`config.mk`:
```
export PLATFORM = sky130hd
export DESIGN_NAME = fitnessTracker
export DESIGN_NICKNAME = d
export VERILOG_FILES = /design/src/verilog/fitnessPkg.sv /design/src/verilog/activityTimer.sv /design/src/verilog/sampleFifo.sv /design/src/verilog/serialDivider.sv /design/src/verilog/metricsEngine.sv /design/src/verilog/fitnessTracker.sv
export SDC_FILE = /design/constraint.sdc
export NUM_CORES = 1
export LEC_CHECK = 0
export ABC_AREA = 1
export CORE_MARGIN = 2
export CORE_UTILIZATION = 58
export DETAILED_ROUTE_END_ITERATION = 10
export DONT_BUFFER_PORTS = 1
export PLACE_DENSITY = 0.88
export SLEW_MARGIN = 40
export SYNTH_ARGS = -nofsm -noshare
export SYNTH_HDL_FRONTEND = slang
export SYNTH_SLANG_ARGS = --single-unit
```
`constraint.sdc`:
```
create_clock -name clk -period 7.8 [get_ports clk]
set_clock_uncertainty 0.15 [all_clocks]
set_input_delay 0.78 -clock clk [delete_from_list [all_inputs] [get_ports clk]]
set_output_delay 0.78 -clock clk [all_outputs]
set_load 0.01 [all_outputs]
```
`src/verilog/fitnessPkg.sv`:
```
package fitnessPkg;

    localparam int DataWidth    = 8;    // Profile inputs, seconds, speed, heart rate
    localparam int CalorieWidth = 24;   // Weight x rate x seconds
    localparam int SecondsWrap  = 59;   // Last count before rolling over to 0

    // Calories per unit of weight per second
    localparam int RateRun   = 10;
    localparam int RateWalk  = 5;
    localparam int RateCycle = 8;

    localparam int FifoDepth = 4;                    // Power of two, pointers wrap naturally
    localparam int PtrWidth  = $clog2(FifoDepth);
    localparam int StepWidth = $clog2(DataWidth);    // Divider step counter

    typedef enum logic [1:0] {
        actIdle  = 2'd0,
        actRun   = 2'd1,
        actWalk  = 2'd2,
        actCycle = 2'd3
    } activityT;

    typedef enum logic [1:0] {
        idle    = 2'd0,    // Waiting for a sample
        calc    = 2'd1,    // Latch seconds, calories and time total
        divide  = 2'd2,    // Serial divide for speed
        publish = 2'd3     // Drive outputs and resultValid
    } engineStateT;

endpackage

```
`src/verilog/activityTimer.sv`:
```
`timescale 1ns/1ps

module activityTimer import fitnessPkg::*; (
    input  logic                 clk,
    input  logic                 rst,
    input  logic                 secTick,        // One-second strobe
    input  activityT             activity,
    input  logic                 sampleReady,
    output logic                 sampleValid,
    output activityT             sampleActivity,
    output logic [DataWidth-1:0] sampleSeconds
);

    logic [DataWidth-1:0] secRun;
    logic [DataWidth-1:0] secWalk;
    logic [DataWidth-1:0] secCycle;
    logic [DataWidth-1:0] curSeconds;
    logic [DataWidth-1:0] nextSeconds;
    logic                 tickActive;

    assign tickActive = secTick && (activity != actIdle);    // Idle ticks are dropped

    always_comb begin
        case (activity)
            actRun:   curSeconds = secRun;
            actWalk:  curSeconds = secWalk;
            actCycle: curSeconds = secCycle;
            default:  curSeconds = '0;
        endcase
    end

    assign nextSeconds = (curSeconds == DataWidth'(SecondsWrap)) ? '0
                                                                  : curSeconds + DataWidth'(1);

    // Only the running activity advances
    always_ff @(posedge clk or posedge rst) begin
        if (rst) begin
            secRun   <= '0;
            secWalk  <= '0;
            secCycle <= '0;
        end else if (tickActive) begin
            case (activity)
                actRun:   secRun   <= nextSeconds;
                actWalk:  secWalk  <= nextSeconds;
                actCycle: secCycle <= nextSeconds;
                default:  ;
            endcase
        end
    end

    always_ff @(posedge clk or posedge rst) begin
        if (rst) begin
            sampleValid    <= 1'b0;
            sampleActivity <= actIdle;
            sampleSeconds  <= '0;
        end else if (tickActive) begin
            sampleValid    <= 1'b1;           // Offer the updated count
            sampleActivity <= activity;
            sampleSeconds  <= nextSeconds;
        end else if (sampleReady) begin
            sampleValid <= 1'b0;              // Taken by the FIFO
        end
    end

    // A tick may not overwrite a sample the FIFO has not accepted yet
    tickWhilePending: assert property (@(posedge clk) disable iff (rst)
        tickActive |-> (!sampleValid || sampleReady))
        else $error("activityTimer: tick while previous sample still pending");

endmodule

```
`src/verilog/sampleFifo.sv`:
```
`timescale 1ns/1ps

module sampleFifo import fitnessPkg::*; (
    input  logic                 clk,
    input  logic                 rst,
    input  logic                 sampleValid,
    input  activityT             sampleActivity,
    input  logic [DataWidth-1:0] sampleSeconds,
    output logic                 sampleReady,
    output logic                 fifoValid,
    output activityT             fifoActivity,
    output logic [DataWidth-1:0] fifoSeconds,
    input  logic                 fifoReady
);

    activityT             memActivity [FifoDepth];
    logic [DataWidth-1:0] memSeconds  [FifoDepth];
    logic [PtrWidth-1:0]  wrPtr;
    logic [PtrWidth-1:0]  rdPtr;
    logic [PtrWidth:0]    count;          // One extra bit to tell full from empty
    logic                 doWrite;
    logic                 doRead;

    assign sampleReady = (count != FifoDepth);
    assign fifoValid   = (count != '0);
    assign doWrite     = sampleValid && sampleReady;
    assign doRead      = fifoValid && fifoReady;

    assign fifoActivity = memActivity[rdPtr];    // Head of the queue
    assign fifoSeconds  = memSeconds[rdPtr];

    always_ff @(posedge clk) begin
        if (doWrite) begin
            memActivity[wrPtr] <= sampleActivity;
            memSeconds[wrPtr]  <= sampleSeconds;
        end
    end

    always_ff @(posedge clk or posedge rst) begin
        if (rst) begin
            wrPtr <= '0;
            rdPtr <= '0;
            count <= '0;
        end else begin
            if (doWrite) begin
                wrPtr <= wrPtr + PtrWidth'(1);
            end
            if (doRead) begin
                rdPtr <= rdPtr + PtrWidth'(1);
            end
            case ({doWrite, doRead})
                2'b10:   count <= count + 1'b1;
                2'b01:   count <= count - 1'b1;
                default: ;                     // Both or neither leave the level alone
            endcase
        end
    end

    // A sample refused while full has to wait unchanged, or it would be lost
    heldWhileFull: assert property (@(posedge clk) disable iff (rst)
        sampleValid && !sampleReady |=> sampleValid && $stable(sampleActivity)
                                        && $stable(sampleSeconds))
        else $error("sampleFifo: sample dropped or changed while full");

    // Pointer distance has to track the occupancy
    ptrMatchesCount: assert property (@(posedge clk) disable iff (rst)
        PtrWidth'(wrPtr - rdPtr) == count[PtrWidth-1:0])
        else $error("sampleFifo: pointers disagree with count");

endmodule

```
`src/verilog/serialDivider.sv`:
```
`timescale 1ns/1ps

module serialDivider import fitnessPkg::*; (
    input  logic                 clk,
    input  logic                 rst,
    input  logic                 divStart,
    input  logic [DataWidth-1:0] dividend,
    input  logic [DataWidth-1:0] divisor,
    output logic                 divDone,
    output logic [DataWidth-1:0] quotient
);

    logic [DataWidth-1:0] remReg;
    logic [DataWidth-1:0] quoReg;
    logic [DataWidth-1:0] divisorReg;
    logic [StepWidth-1:0] stepsLeft;
    logic                 busy;
    logic [DataWidth-1:0] remIn;
    logic [DataWidth-1:0] quoIn;
    logic [DataWidth-1:0] divIn;
    logic [DataWidth:0]   trial;
    logic [DataWidth:0]   diff;
    logic [DataWidth-1:0] remNext;
    logic [DataWidth-1:0] quoNext;

    // First step runs on the fresh operands in the start cycle
    assign remIn = divStart ? '0 : remReg;
    assign quoIn = divStart ? dividend : quoReg;
    assign divIn = divStart ? divisor : divisorReg;

    assign trial = {remIn, quoIn[DataWidth-1]};    // Shift in next dividend bit
    assign diff  = trial - {1'b0, divIn};

    always_comb begin
        if (diff[DataWidth]) begin                   // Negative, keep the shifted remainder
            remNext = trial[DataWidth-1:0];
            quoNext = {quoIn[DataWidth-2:0], 1'b0};
        end else begin
            remNext = diff[DataWidth-1:0];
            quoNext = {quoIn[DataWidth-2:0], 1'b1};
        end
    end

    always_ff @(posedge clk or posedge rst) begin
        if (rst) begin
            remReg     <= '0;
            quoReg     <= '0;
            divisorReg <= '0;
            stepsLeft  <= '0;
            busy       <= 1'b0;
            divDone    <= 1'b0;
        end else begin
            divDone <= 1'b0;
            if (divStart) begin
                remReg     <= remNext;
                quoReg     <= quoNext;
                divisorReg <= divisor;
                stepsLeft  <= StepWidth'(DataWidth - 1);
                busy       <= 1'b1;
            end else if (busy) begin
                remReg    <= remNext;
                quoReg    <= quoNext;
                stepsLeft <= stepsLeft - 1'b1;
                if (stepsLeft == StepWidth'(1)) begin
                    busy    <= 1'b0;              // Last quotient bit lands now
                    divDone <= 1'b1;
                end
            end
        end
    end

    assign quotient = quoReg;

    // The engine must wait for divDone and must skip a zero time total
    startLegal: assert property (@(posedge clk) disable iff (rst)
        divStart |-> (!busy && divisor != '0))
        else $error("serialDivider: start while busy or with zero divisor");

endmodule

```
`src/verilog/metricsEngine.sv`:
```
`timescale 1ns/1ps

module metricsEngine import fitnessPkg::*; (
    input  logic                    clk,
    input  logic                    rst,
    input  logic                    fifoValid,
    input  activityT                fifoActivity,
    input  logic [DataWidth-1:0]    fifoSeconds,
    input  logic [DataWidth-1:0]    weight,
    input  logic [DataWidth-1:0]    restingRate,
    input  logic [DataWidth-1:0]    distance,
    output logic                    fifoReady,
    output logic [DataWidth-1:0]    secondsRun,
    output logic [DataWidth-1:0]    secondsWalk,
    output logic [DataWidth-1:0]    secondsCycle,
    output logic [CalorieWidth-1:0] caloriesRun,
    output logic [CalorieWidth-1:0] caloriesWalk,
    output logic [CalorieWidth-1:0] caloriesCycle,
    output logic [DataWidth-1:0]    speed,
    output logic [DataWidth-1:0]    targetRate,
    output logic                    resultValid
);

    engineStateT             state;
    activityT                curAct;
    logic [DataWidth-1:0]    curSec;
    logic [DataWidth-1:0]    storeRun;
    logic [DataWidth-1:0]    storeWalk;
    logic [DataWidth-1:0]    storeCycle;
    logic [DataWidth-1:0]    nextRun;
    logic [DataWidth-1:0]    nextWalk;
    logic [DataWidth-1:0]    nextCycle;
    logic [DataWidth-1:0]    timeSum;
    logic [DataWidth-1:0]    timeTotal;
    logic [CalorieWidth-1:0] rateSel;
    logic [CalorieWidth-1:0] calNew;
    logic [DataWidth-1:0]    speedNew;
    logic                    divStart;
    logic                    divDone;
    logic [DataWidth-1:0]    quotient;

    assign fifoReady = (state == idle);

    // Latest count replaces the stored one for its activity
    assign nextRun   = (curAct == actRun)   ? curSec : storeRun;
    assign nextWalk  = (curAct == actWalk)  ? curSec : storeWalk;
    assign nextCycle = (curAct == actCycle) ? curSec : storeCycle;
    assign timeSum   = nextRun + nextWalk + nextCycle;    // At most 3 x 59, no carry out

    always_comb begin
        case (curAct)
            actRun:   rateSel = CalorieWidth'(RateRun);
            actWalk:  rateSel = CalorieWidth'(RateWalk);
            actCycle: rateSel = CalorieWidth'(RateCycle);
            default:  rateSel = '0;
        endcase
    end

    assign divStart = (state == calc) && (timeSum != '0);
    assign speedNew = (timeTotal == '0) ? '0 : quotient;

    serialDivider serialDivider_i (
        .clk      (clk),
        .rst      (rst),
        .divStart (divStart),
        .dividend (distance),
        .divisor  (timeSum),
        .divDone  (divDone),
        .quotient (quotient)
    );

    always_ff @(posedge clk or posedge rst) begin
        if (rst) begin
            state      <= idle;
            curAct     <= actIdle;
            curSec     <= '0;
            storeRun   <= '0;
            storeWalk  <= '0;
            storeCycle <= '0;
            timeTotal  <= '0;
            calNew     <= '0;
        end else begin
            case (state)
                idle: begin
                    if (fifoValid) begin
                        curAct <= fifoActivity;
                        curSec <= fifoSeconds;
                        state  <= calc;
                    end
                end
                calc: begin
                    storeRun   <= nextRun;
                    storeWalk  <= nextWalk;
                    storeCycle <= nextCycle;
                    timeTotal  <= timeSum;
                    calNew     <= CalorieWidth'(weight) * rateSel * CalorieWidth'(curSec);
                    state      <= (timeSum == '0) ? publish : divide;    // No time, no divide
                end
                divide: begin
                    if (divDone) begin
                        state <= publish;
                    end
                end
                publish: state <= idle;
                default: state <= idle;
            endcase
        end
    end

    always_ff @(posedge clk or posedge rst) begin
        if (rst) begin
            secondsRun    <= '0;
            secondsWalk   <= '0;
            secondsCycle  <= '0;
            caloriesRun   <= '0;
            caloriesWalk  <= '0;
            caloriesCycle <= '0;
            speed         <= '0;
            targetRate    <= '0;
            resultValid   <= 1'b0;
        end else begin
            resultValid <= (state == publish);
            if (state == publish) begin
                secondsRun   <= storeRun;
                secondsWalk  <= storeWalk;
                secondsCycle <= storeCycle;
                case (curAct)
                    actRun:   caloriesRun   <= calNew;
                    actWalk:  caloriesWalk  <= calNew;
                    actCycle: caloriesCycle <= calNew;
                    default:  ;
                endcase
                speed      <= speedNew;
                targetRate <= restingRate + weight / DataWidth'(2)
                              + speedNew / DataWidth'(3);    // Wraps at 8 bits
            end
        end
    end

    // Divider completion only makes sense while the FSM waits for it
    doneInDivide: assert property (@(posedge clk) disable iff (rst)
        divDone |-> (state == divide))
        else $error("metricsEngine: divDone outside divide state");

endmodule

```
`src/verilog/fitnessTracker.sv`:
```
`timescale 1ns/1ps

module fitnessTracker import fitnessPkg::*; (
    input  logic                    clk,
    input  logic                    rst,
    input  logic                    secTick,
    input  activityT                activity,
    input  logic [DataWidth-1:0]    weight,
    input  logic [DataWidth-1:0]    restingRate,
    input  logic [DataWidth-1:0]    distance,
    output logic [DataWidth-1:0]    secondsRun,
    output logic [DataWidth-1:0]    secondsWalk,
    output logic [DataWidth-1:0]    secondsCycle,
    output logic [CalorieWidth-1:0] caloriesRun,
    output logic [CalorieWidth-1:0] caloriesWalk,
    output logic [CalorieWidth-1:0] caloriesCycle,
    output logic [DataWidth-1:0]    speed,
    output logic [DataWidth-1:0]    targetRate,
    output logic                    resultValid
);

    logic                 sampleValid;      // Timer to FIFO
    logic                 sampleReady;
    activityT             sampleActivity;
    logic [DataWidth-1:0] sampleSeconds;
    logic                 fifoValid;        // FIFO to engine
    logic                 fifoReady;
    activityT             fifoActivity;
    logic [DataWidth-1:0] fifoSeconds;

    activityTimer activityTimer_i (
        .clk            (clk),
        .rst            (rst),
        .secTick        (secTick),
        .activity       (activity),
        .sampleReady    (sampleReady),
        .sampleValid    (sampleValid),
        .sampleActivity (sampleActivity),
        .sampleSeconds  (sampleSeconds)
    );

    sampleFifo sampleFifo_i (
        .clk            (clk),
        .rst            (rst),
        .sampleValid    (sampleValid),
        .sampleActivity (sampleActivity),
        .sampleSeconds  (sampleSeconds),
        .sampleReady    (sampleReady),
        .fifoValid      (fifoValid),
        .fifoActivity   (fifoActivity),
        .fifoSeconds    (fifoSeconds),
        .fifoReady      (fifoReady)
    );

    metricsEngine metricsEngine_i (
        .clk           (clk),
        .rst           (rst),
        .fifoValid     (fifoValid),
        .fifoActivity  (fifoActivity),
        .fifoSeconds   (fifoSeconds),
        .weight        (weight),
        .restingRate   (restingRate),
        .distance      (distance),
        .fifoReady     (fifoReady),
        .secondsRun    (secondsRun),
        .secondsWalk   (secondsWalk),
        .secondsCycle  (secondsCycle),
        .caloriesRun   (caloriesRun),
        .caloriesWalk  (caloriesWalk),
        .caloriesCycle (caloriesCycle),
        .speed         (speed),
        .targetRate    (targetRate),
        .resultValid   (resultValid)
    );

endmodule

```
After elaboration in Yosys (flattened, before gate mapping)

Memories as Yosys holds them, arrays and structs flattened. A register that Yosys moved wholly into a read port is not among the register bits.
Index checks and enable logic that the tools add are counted.

Bits in registers: 242
Latch bits: 0
RAM bits: 40
Memory bits (read-only): 0
Memories kept: 2

Memory list:

| name                     | words | bits a word | read ports | clocked after memory_dff | wr ports | RTL line         | text |
|---|---|---|---|---|---|---|---|
| sampleFifo_i.memSeconds  | 4     | 8           | 1          | 1                        | 1        | sampleFifo.sv:17 | `logic [DataWidth-1:0] memSeconds [FifoDepth];` |
| sampleFifo_i.memActivity | 4     | 2           | 1          | 1                        | 1        | sampleFifo.sv:16 | `activityT memActivity [FifoDepth];` |

Add/sub/neg operators: 11
$mul: 2
Div/mod/pow operators: 1
$lt $le $gt $ge: 0
Equal/unequal tests: 16
Shift operators: 0
Mux-type cells: 33
Bitwise logic cells: 0
Reduce and logical (&&, ||, !) cells: 21

Operators by type and width:

| cell                | count |
|---|---|
| $mux 8              | 13 |
| $add 8x8->8         | 3 |
| $mul 24x8->24       | 1 |
| $pmux 8 s3          | 1 |
| $logic_not 8->1     | 2 |
| $reduce_and 2->1    | 8 |
| $eq 2x2->1 const B  | 7 |
| $mul 8x4->12        | 1 |
| $mux 1              | 12 |
| $pmux 4 s3          | 1 |
| $sub 9x8->9         | 1 |
| $add 8x1->8 const B | 1 |
| $add 8x7->8         | 1 |
| $div 8x2->8 const B | 1 |
| $eq 2x1->1 const B  | 4 |
| $eq 8x6->1 const B  | 1 |
| $pmux 2 s4          | 1 |
| $reduce_bool 2->1   | 4 |
| $reduce_bool 8->1   | 1 |
| $mux 3              | 2 |
| $pmux 3 s2          | 1 |
| $sub 3x1->3 const B | 2 |
| $add 2x1->2 const B | 2 |
| $logic_and 1x1->1   | 4 |
| other kinds (8)     | 9 |

Depth between registers and ports, before layout

Gate-level depths: netlist (run 1).

Depth after elaboration: 11
Mapped depth: 37
Mapped depth without buffers: 37

Cells and area by module

Synthesis (run 1) repeated with hierarchy kept, for this count alone.

Cell total of the unflattened synthesis: 2107
Area total of the unflattened synthesis: 17902.2 um2

By module, submodules not included:

| module        | times used | cells each | area an instance (um2) |
|---|---|---|---|
| metricsEngine | 1          | 1459       | 12051.6 |
| sampleFifo    | 1          | 177        | 2109.5 |
| activityTimer | 1          | 234        | 1921.8 |
| serialDivider | 1          | 237        | 1819.2 |

Least setup slack after synthesis (run 1)

Ideal clock, no wire load.

Path type: input to register
Start: in weight[1]
End: reg metricsEngine_i.calNew[20]
Library setup time: 0.133 ns
Data arrival time: 7.279 ns
Required time: 7.517 ns
Setup slack: 0.238 ns
Stages on the path: 35
Path buffers: 0
Path through: inv_1 > nor2_1 > fa_1 > inv_1 > fa_1 > inv_1 > ha_1 > nand2_1 > nor2_1 > a211oi_1 > o21ai_0 > nand2_1 > nand2_1 > a21oi_1 > or2_2 > nand2_1 > a21oi_1 > xor2_1 > inv_1 > nand2_1 > fa_1 > fa_1 > inv_1 > fa_1 > fa_1 > ha_1 > a21oi_1 > o21ai_0 > a21oi_1 > nand2_1 > a21oi_1 > o21ai_0 > or2_2 > nand3_1 > o21ai_0

Word-level cells in the longest chain between the ends: 2

Ends and longest elaborated chain:

| item                 | RTL line            | text |
|---|---|---|
| start, declared      | fitnessTracker.sv:8 | `input logic [DataWidth-1:0] weight,` |
| $mul 8x4->12         | metricsEngine.sv:96 | `calNew <= CalorieWidth'(weight) * rateSel * CalorieWidth'(curSec);` |
| $mul 24x8->24        | metricsEngine.sv:96 |  |
| end signal, assigned | metricsEngine.sv:96 |  |
| end, declared        | metricsEngine.sv:36 | `logic [CalorieWidth-1:0] calNew;` |

Every way passes these cells.
A chain may end at the register's enable or synchronous reset.

Final worst setup path (run 1)

Start: reg metricsEngine_i.curAct[0], read port of sampleFifo_i.memActivity
End: reg metricsEngine_i.calNew[20]

Word-level cells in the longest chain between the ends: 4
Elaborated cells on any way between the ends: 6
Those cells by class: mul: 2; eq/ne: 3; mux: 1

Ends and longest elaborated chain:

| item                                     | RTL line            | text |
|---|---|---|
| start, declared                          | metricsEngine.sv:25 | `activityT curAct;` |
| $eq 2x2->1 or $eq 2x1->1 (tied branches) | metricsEngine.sv:51 | `case (curAct)` |
| $pmux 4 s3 (*)                           | metricsEngine.sv:51 |  |
| $mul 8x4->12 (*)                         | metricsEngine.sv:96 |  |
| $mul 24x8->24 (*)                        | metricsEngine.sv:96 |  |

Mark *: on every way between the ends. The rest lies on a longest branch, timed or not.

==> summary.txt, run 1 <==
Total routed wirelength - 38.4 mm
Yosys warns - 0
Vias per inst - 5.60
Sequential-to-total area share from yosys stat - 43.9%
Cells after DPL - 2269
Worst-Skew Late Latency - 0.57 ns
Post-synth cell types - 44
Unrepaired setup endpoints after global routing - yes
Ports - 142
CTS H-tree depth - 1
Global-route wire length before repair - 64.2 mm
ANT cells - 0
Worst-path clk slew - 0.07 ns
Tmin final - 7.57 ns
Hold Fails Final Rpt - 0
Largest net degree at the start of global routing - 83
Mapped Avg Cell Area - 8.61 um^2
Dominant cells by area after synthesis - dfrtp_1 (37%), nand2_1 (11%), fa_1 (11%), edfxtp_1 (7.2%), ha_1 (7.1%)
Cells after synthesis - 1932
Critical Path RT - 8.05 ns
Buffers on Ports - 0
Area share of the largest cell type after synthesis - 36.7%
Cts bufs inserted - 29
Cell Area, Synth - 16600 um^2
Fill count - 2222
Nets - 2132
Register area - 7310 um^2
Top_reg_cell synth - dfrtp_1
Area growth, synth to finish - 8.39%
Area leader, netlist - dfrtp_1
Synth top cells by count - nand2_1 (508), inv_1 (293), dfrtp_1 (244)
Critical path's slowest cell - fa_1
Design area - 18000 um^2
Initial Util - 58.4%
Global route total overflow - 0
Dpl cell area - 17000 um^2
Slowest Stage Delay on Critical Path - 0.56 ns
Antenna violations before repair - 0
Rows - 62
Placement Setup Slack - -0.0639 ns
Critical path arrival - 7.81 ns
TritonRoute pass-1 iters - 5
Max transition margin - 48.5%
Slew @ Worst Pin - 0.772 ns
Crit Path Class - register to register
Final critical-path share of the clock period - 97.0%
Sink Count - 284
Fin. max-slew vios - 0
Min setup slack post-route - 0.233 ns
Ys async rst share - 85.9%
Die Span X - 173 um
Overall die height - 173 um
Root Driver - clkbuf_16
Final setup fails - 0
CTS Buffer Depth - 3
CP Max Fanout - 12
EDFF count, synth - 40
Synth Register Bits - 284
Worst Reg-to-Reg Cells - 36
Crit end category - register
Hold crit path type - input pin to register
Vias in the first global route - 13200
Residual DRC - 0
Drt wl/cell - 16.5 um
Antenna-violating nets left - 0
Most frequent cell after synthesis - nand2_1
Achievable frequency - 132 MHz
CTS tree - yes
Core Footprint - 28500 um^2
Multi-input logic area - 7980 um^2
Finished Layout Cells - 2326
Startpoint class of the critical path - register
Tot GR Track Use - 25.8%
Crit path top cell by count - nand2_1
Hold Path Stages - 2
Global placer's final weighted congestion - 0.939
Initial DRC count - 1264
Layout cells sized above 1 - 5.30%
Die area - 30100 um^2
Hpwl dp - 27.1 mm
Status - completed
Via count - 13000
Maxcap violations - 0
## state kept, by name, indices dropped and copies added (netlist names), 22 cells and up
register                       count
metricsEngine_i.calNew            22
metricsEngine_i.caloriesRun       22
sampleFifo_i.memSeconds           32
metricsEngine_i.caloriesCycle     22
metricsEngine_i.caloriesWalk      22
## path summary, 6_finish.rpt
path / from / slack (ns) / endpoint
min in group asynchronous: rst / 0.65 / metricsEngine_i.caloriesRun[14]$_DFFE_PP0P_
hold reg to reg: metricsEngine_i.serialDivider_i.remReg[5]$_DFFE_PP0P_ / 0.34 / metricsEngine_i.serialDivider_i.remReg[5]$_DFFE_PP0P_
setup / recovery: metricsEngine_i.curAct[0]$_DFFE_PP0P_ / 0.23 / metricsEngine_i.calNew[20]$_DFFE_PP0N_
hold / removal: activity[0] / 0.22 / activityTimer_i.sampleActivity[0]$_DFFE_PP0P_
max in group asynchronous: rst / 5.69 / metricsEngine_i.serialDivider_i.quotient[3]$_DFFE_PP0P_
setup reg to reg: metricsEngine_i.curAct[0]$_DFFE_PP0P_ / 0.23 / metricsEngine_i.calNew[20]$_DFFE_PP0N_
## area by class of cell
class                           instances  area share (%)
Tap cell                              384            2.66
Timing Repair Buffer                   21           0.930
Sequential cell                       284            40.5
Clock buffer                           41            4.50
Inverter                              299            6.27
Multi-Input combinational cell       1284            44.2
Clock inverter                         13           0.874
## metrics by stage
| step | hold slack (ns) | setup TNS [ns] | utilization (%) |
|---|---|---|---|
| 2_1_floorplan | 0.288 | 0 | - |
| 3_3_place_gp | 0.305 | 0 | 59.7 |
| 3_5_place_dp | 0.313 | -0.0639 | 59.7 |
| 4_1_cts | 0.204 | 0 | 63.2 |
| 5_1_grt | 0.223 | -0.104 | 63.3 |
| 6_report | 0.221 | 0 | 63.3 |
## cell usage in the layout (no fill, tap or decap), drive strengths merged, types with 12 or more instances in the layout
cell / count
fa: 90
dfrtp: 244
or2: 12
ha: 94
nor2: 153
o22ai: 12
o21ai: 231
clkbuf: 41
inv: 299
edfxtp: 40
xor2: 21
nand3: 42
nand2: 513
a21oi: 55
buf: 20
## timing repair
| item | CTS | global route |
|---|---|---|
| buffers inserted | 0 | 2 |
| pin swaps | 0 | 7 |
| endpoints found under the hold margin | 31 | 0 |
| gates resized for setup | 1 | 10 |
| cloned | 0 | 0 |
| hold buffers | 1 | 0 |
| endpoints found under the setup margin | 1 | 7 |
## worst max-delay path, delay by kind of cell, from the launching register on
kind	cells	cell delay (ns)
adder cells (fa/ha/maj)	8	3.61
buffers and inverters	6	0.52
AND/OR/NAND/NOR	11	1.13
XOR/XNOR	1	0.20
flip-flops	1	0.40
AO/OA/AOI/OAI	10	1.42
## metal layers
metal,vias up,track usage [%],part of all wire [%]
met4,0,9.85,3.4
met1,6343,32.6,39
met5,-,0,0
met3,110,3.73,6.7
li1,6048,-,-
met2,526,45.2,51
## logic make-up (layout without fill, tap and decap cells)
family | count (synthesis) | count (layout) | share of synthesized area (%)
other cells | 1 | 6 | 0.0225
xor+xnor | 29 | 29 | 1.53
compound gates | 331 | 331 | 10.7
simple gates | 733 | 733 | 17.3
flops | 284 | 284 | 43.9
buf+inv | 369 | 374 | 8.54
mux | 1 | 1 | 0.0602
fa+ha+maj | 184 | 184 | 17.9
Power of run 1 is left out: the tool's default activity adds up to more than one toggle a clock period on the data nets, which glitch-free logic cannot reach.
==> run 2: changes to the inputs <==
CORE_UTILIZATION = 70   (was 58)
PLACE_DENSITY = 0.95   (was 0.88)
clock period = 9.8 ns   (was 7.8 ns; I/O delays follow)
==> run 2 against run 1 <==
Non-clock buffer count fell by 12. Critical endpoint unchanged. Setup slack better by 0.98 ns. Highest routed layer unchanged. Sequential share of layout area rose by 0.54 points. Global-route usage is 7.3 points higher. First-iteration DRC count increased by 28%. Via count up 3.1%.
==> summary.txt, run 2 (synthesis results as in run 1) <==
Drt wl/cell - 18.0 um (+8.8%)
Status - completed
Global placer's final weighted congestion - 0.916 (-2.4%)
Tot GR Track Use - 33.1% (+7.3 points)
Layout cells sized above 1 - 4.10% (-1.2 points)
Post-CTS Setup Repair Bufs - 0 (unchanged)
TritonRoute pass-1 iters - 7 (+2)
Area growth, synth to finish - 6.96%
Crit path top cell by count - nand2_1
Crit Path Class - register to register
ANT cells - 0 (unchanged)
Startpoint class of the critical path - register
Post-CTS sizing - 0 (-1)
Global-route wire length before repair - 65.8 mm (+2.5%)
Slew @ Worst Pin - 0.733 ns (-0.0393 ns)
Worst-Skew Late Latency - 0.55 ns (-0.02 ns)
Buffers on Ports - 0 (unchanged)
Sink Count - 284 (unchanged)
Maxcap violations - 0 (unchanged)
Critical Path RT - 10.05 ns (+2.00 ns)
Core Footprint - 23400 um^2 (-18%)
Worst-path clk slew - 0.06 ns (about the same)
Max transition margin - 51.0% (+2.5 points)
Fin. max-slew vios - 0 (unchanged)
Fill count - 1463 (-34%)
Initial Util - 71.1% (+13 points)
Via count - 13400 (+3.1%)
Hold crit path type - input pin to asynchronous set/reset pin
CTS tree - yes
CP Max Fanout - 24 (+12)
Nets - 2120 (-0.56%)
Critical path arrival - 8.84 ns (+1.03 ns)
Hold Fails Final Rpt - 0 (unchanged)
Commonest cells after routing, fill and taps aside - nand2_1 (508), inv_1 (292), dfrtp_1 (244)
Rows - 56 (-9.7%)
Crit end category - register
Antenna violations before repair - 0 (unchanged)
Die area - 25000 um^2 (-17%)
Largest net degree at the start of global routing - 88 (+6.0%)
Total routed wirelength - 40.4 mm (+5.1%)
Vias per inst - 5.98 (+6.8%)
Commonest non-fill, non-tap cell in the layout - nand2_1
Cts bufs inserted - 29 (unchanged)
Ports - 142 (unchanged)
Hpwl dp - 27.4 mm (+1.1%)
Tmin final - 8.58 ns (+1.02 ns)
Unrepaired setup endpoints after global routing - no
CTS H-tree depth - 1 (unchanged)
Overall die height - 158 um (-8.8%)
Antenna-violating nets left - 0 (unchanged)
Die Span X - 158 um (-8.8%)
Sum of negative setup slack - 0 ns (unchanged)
Final setup fails - 0 (unchanged)
Global route total overflow - 0 (unchanged)
Vias in the first global route - 13700 (+3.8%)
Initial DRC count - 1612 (+28%)
Max reg flops - 32 (unchanged)
CTS Buffer Depth - 3 (unchanged)
Root Driver - clkbuf_16
Slowest Stage Delay on Critical Path - 0.59 ns (+0.03 ns)
Achievable frequency - 116 MHz (-12%)
Largest Register - sampleFifo_i.memSeconds
Final critical-path share of the clock period - 87.6% (-9.4 points)
Residual DRC - 0 (unchanged)
Hold buffer count at CTS - 0 (-1)
Critical path's slowest cell - dfrtp_1
## run 2: changes by cell type in the layout (fill, tap and decap cells not counted), sizes merged
cell / delta
inv: -2
dlygate4sd3: -1
buf: -12
## run 2: critical path, delay by kind of cell (launching register included)
kind            cells  cell delay, ns
compound gates     10            1.48
xor+xnor            1            0.41
fa+ha+maj           8            3.72
buf+inv             5            0.36
flops               1            0.59
simple gates       12            1.71
## run 2: area by class of cell
class | count | area, um^2 | area share (%)
inverter | 299 | 1130 | 6.35
timing repair buffer | 9 | 77.6 | 0.436
clock inverter | 11 | 134 | 0.752
tap | 319 | 399 | 2.24
sequential | 284 | 7310 | 41.1
multi-input combinational | 1284 | 7940 | 44.6
clock buffer | 40 | 807 | 4.53
## run 2: routing by layer
metal | wire length (um) | track usage (%) | part of all wire (%) | vias up
li1 | - | - | - | 6015
met1 | 14600 | 40.9 | 36 | 6453
met2 | 20200 | 55.7 | 50 | 780
met3 | 3660 | 6.73 | 9.0 | 184
met4 | 2010 | 16.8 | 5.0 | 0
met5 | 0 | 0 | 0 | -
## run 2: stage by stage
| step | util (%) | worst slack, ns | std cells | hold WS, ns | instance area, um^2 |
|---|---|---|---|---|---|
| 6_report | 76.0 | 1.22 | 2246 | 0.225 | 17800 |
| 3_3_place_gp | 71.9 | 1.53 | 2195 | 0.303 | 16800 |
| 2_1_floorplan | - | 1.97 | 1937 | 0.288 | 16700 |
| 4_1_cts | 76.0 | 1.29 | 2246 | 0.242 | 17800 |
| 5_1_grt | 76.0 | 0.533 | 2246 | 0.273 | 17800 |
| 3_5_place_dp | 72.0 | 1.39 | 2195 | 0.313 | 16900 |
## run 2: worst paths after layout
check	from	endpoint	slack [ns]	cells after the start
max in group asynchronous	rst	metricsEngine_i.secondsWalk[2]$_DFFE_PP0P_	8.10	2
worst max-delay path	metricsEngine_i.curAct[0]$_DFFE_PP0P_	metricsEngine_i.calNew[20]$_DFFE_PP0N_	1.22	36
min in group clk	sampleFifo_i.count[0]$_DFFE_PP0P_	sampleFifo_i.count[0]$_DFFE_PP0P_	0.32	1
worst min register to register	sampleFifo_i.count[0]$_DFFE_PP0P_	sampleFifo_i.count[0]$_DFFE_PP0P_	0.32	1
worst min-delay path	rst	metricsEngine_i.caloriesWalk[17]$_DFFE_PP0P_	0.23	1
worst max register to register	metricsEngine_i.curAct[0]$_DFFE_PP0P_	metricsEngine_i.calNew[20]$_DFFE_PP0N_	1.22	36
Power of run 2 is left out for the same reason.
==> run 3: changes to the inputs <==
CTS_BUF_LIST = sky130_fd_sc_hd__clkbuf_4 sky130_fd_sc_hd__clkbuf_8   (was not set)
==> run 3 against run 2 <==
First-iteration DRC count down 9.7%. Cell area grew 0.44%. Global-route usage decreased by 0.85 points. Via count grew 0.15%. Wire length fell by 2.5%. Highest routed layer unchanged. Final cell count is 1.5% higher. Register-to-register slack improved by 0.08 ns. Largest cell class unchanged. Fmax is 0.98% higher. Hold slack got worse by 0.031 ns. Non-clock buffer count did not move.
==> summary.txt, run 3 (synthesis results as in run 1) <==
Hold Fails Final Rpt - 0 (unchanged)
Nets - 2138 (+0.85%)
Tmin final - 8.50 ns (-0.0830 ns)
Startpoint class of the critical path - register
Drt wl/cell - 17.3 um (-4.0%)
Sum of negative setup slack - 0 ns (unchanged)
Final setup fails - 0 (unchanged)
Core Footprint - 23400 um^2 (unchanged)
Global-route wire length before repair - 64.1 mm (-2.5%)
Global route total overflow - 0 (unchanged)
Buffers on Ports - 0 (unchanged)
Crit Path Class - register to register
Unrepaired setup endpoints after global routing - no
Sink Count - 284 (unchanged)
Layout cells sized above 1 - 6.02% (+1.9 points)
Critical path arrival - 8.77 ns (-0.07 ns)
Residual DRC - 0 (unchanged)
ANT cells - 0 (unchanged)
Commonest non-fill, non-tap cell in the layout - nand2_1
Crit end category - register
Initial Util - 71.1% (unchanged)
Largest net degree at the start of global routing - 88 (unchanged)
Largest Register - sampleFifo_i.memSeconds
TritonRoute pass-1 iters - 7 (unchanged)
Vias in the first global route - 13600 (-1.0%)
Crit path top cell by count - nand2_1
Die Span X - 158 um (unchanged)
Vias per inst - 5.90 (-1.3%)
CTS H-tree depth - 2 (+1)
Final critical-path share of the clock period - 86.8% (-0.85 points)
Hpwl dp - 27.4 mm (unchanged)
Ports - 142 (unchanged)
Root Driver - clkbuf_8
Achievable frequency - 118 MHz (+0.98%)
Cts bufs inserted - 47 (+62%)
Area growth, synth to finish - 7.44%
Hold buffer count at CTS - 0 (unchanged)
Post-CTS sizing - 0 (unchanged)
Tot GR Track Use - 32.3% (-0.85 points)
Post-CTS Setup Repair Bufs - 0 (unchanged)
Total routed wirelength - 39.4 mm (-2.5%)
Fin. max-slew vios - 0 (unchanged)
Antenna-violating nets left - 0 (unchanged)
Commonest cells after routing, fill and taps aside - nand2_1 (508), inv_1 (292), dfrtp_1 (244)
Via count - 13500 (+0.15%)
Slowest Stage Delay on Critical Path - 0.59 ns (about the same)
Status - completed
Maxcap violations - 0 (unchanged)
Global placer's final weighted congestion - 0.916 (unchanged)
Initial DRC count - 1456 (-9.7%)
Rows - 56 (unchanged)
Hold crit path type - input pin to asynchronous set/reset pin
Slew @ Worst Pin - 0.695 ns (-0.0373 ns)
Critical path's slowest cell - fa_1
Max transition margin - 53.5% (+2.5 points)
CTS Buffer Depth - 3 (unchanged)
Critical Path RT - 10.07 ns (+0.02 ns)
CTS tree - yes
Die area - 25000 um^2 (unchanged)
CP Max Fanout - 24 (unchanged)
Design area - 17900 um^2 (+0.44%)
Worst-Skew Late Latency - 0.57 ns (+0.02 ns)
Antenna violations before repair - 0 (unchanged)
Dpl cell area - 16900 um^2 (unchanged)
Overall die height - 158 um (unchanged)
Worst-path clk slew - 0.06 ns (about the same)
Max reg flops - 32 (unchanged)
run 3: changes by cell type in the layout (fill, tap and decap cells not counted):
cell and change:
clkbuf_1 -7, clkbuf_8 +51, clkinv_1 +2, clkinv_2 +3
clkinv_4 +2, clkbuf_16 -29, inv_6 -1, clkbuf_4 +13
run 3: worst paths after layout:
kind | startpoint | end | cells after the start | slack [ns]
min in group clk | sampleFifo_i.count[0]$_DFFE_PP0P_ | sampleFifo_i.count[0]$_DFFE_PP0P_ | 1 | 0.32
worst max-delay path | metricsEngine_i.curAct[0]$_DFFE_PP0P_ | metricsEngine_i.calNew[20]$_DFFE_PP0N_ | 36 | 1.30
worst min register to register | sampleFifo_i.count[0]$_DFFE_PP0P_ | sampleFifo_i.count[0]$_DFFE_PP0P_ | 1 | 0.32
worst min-delay path | rst | metricsEngine_i.caloriesCycle[13]$_DFFE_PP0P_ | 1 | 0.19
max in group asynchronous | rst | metricsEngine_i.timeTotal[1]$_DFFE_PP0N_ | 2 | 8.11
worst max register to register | metricsEngine_i.curAct[0]$_DFFE_PP0P_ | metricsEngine_i.calNew[20]$_DFFE_PP0N_ | 36 | 1.30
run 3: critical path, delay by kind of cell (launching register included):
family	cells	cell delay (ns)
adders and majority gates	8	3.71
AOI/OAI and AO/OA	10	1.47
and+or+nand+nor	12	1.69
buffers and inverters	5	0.36
DFF	1	0.58
xor gates and xnor gates	1	0.41
run 3: final cells by class:
cell class,instances,area (um^2)
clock buffer,68,855
clock inverter,17,165
fill,1453,5530
inverter,299,1130
multi-input combinational,1284,7940
sequential,284,7310
tap,319,399
timing repair buffer,9,77.6
run 3: metrics by stage:
step,hold slack (ns),cells,util (%),setup WS [ns]
6_report,0.194,2280,76.4,1.30
5_1_grt,0.252,2280,76.4,0.575
4_1_cts,0.214,2280,76.4,1.35
2_1_floorplan,0.288,1937,-,1.97
3_5_place_dp,0.313,2195,72.0,1.39
3_3_place_gp,0.303,2195,71.9,1.53
run 3: routing by layer:
metal	track usage, %	vias to the layer above	wire length, um
met3	6.76	178	3480
met1	40.2	6486	14400
met5	0	-	0
li1	-	6072	-
met4	16.2	0	1800
met2	53.7	716	19700
Power of run 3 is left out for the same reason.
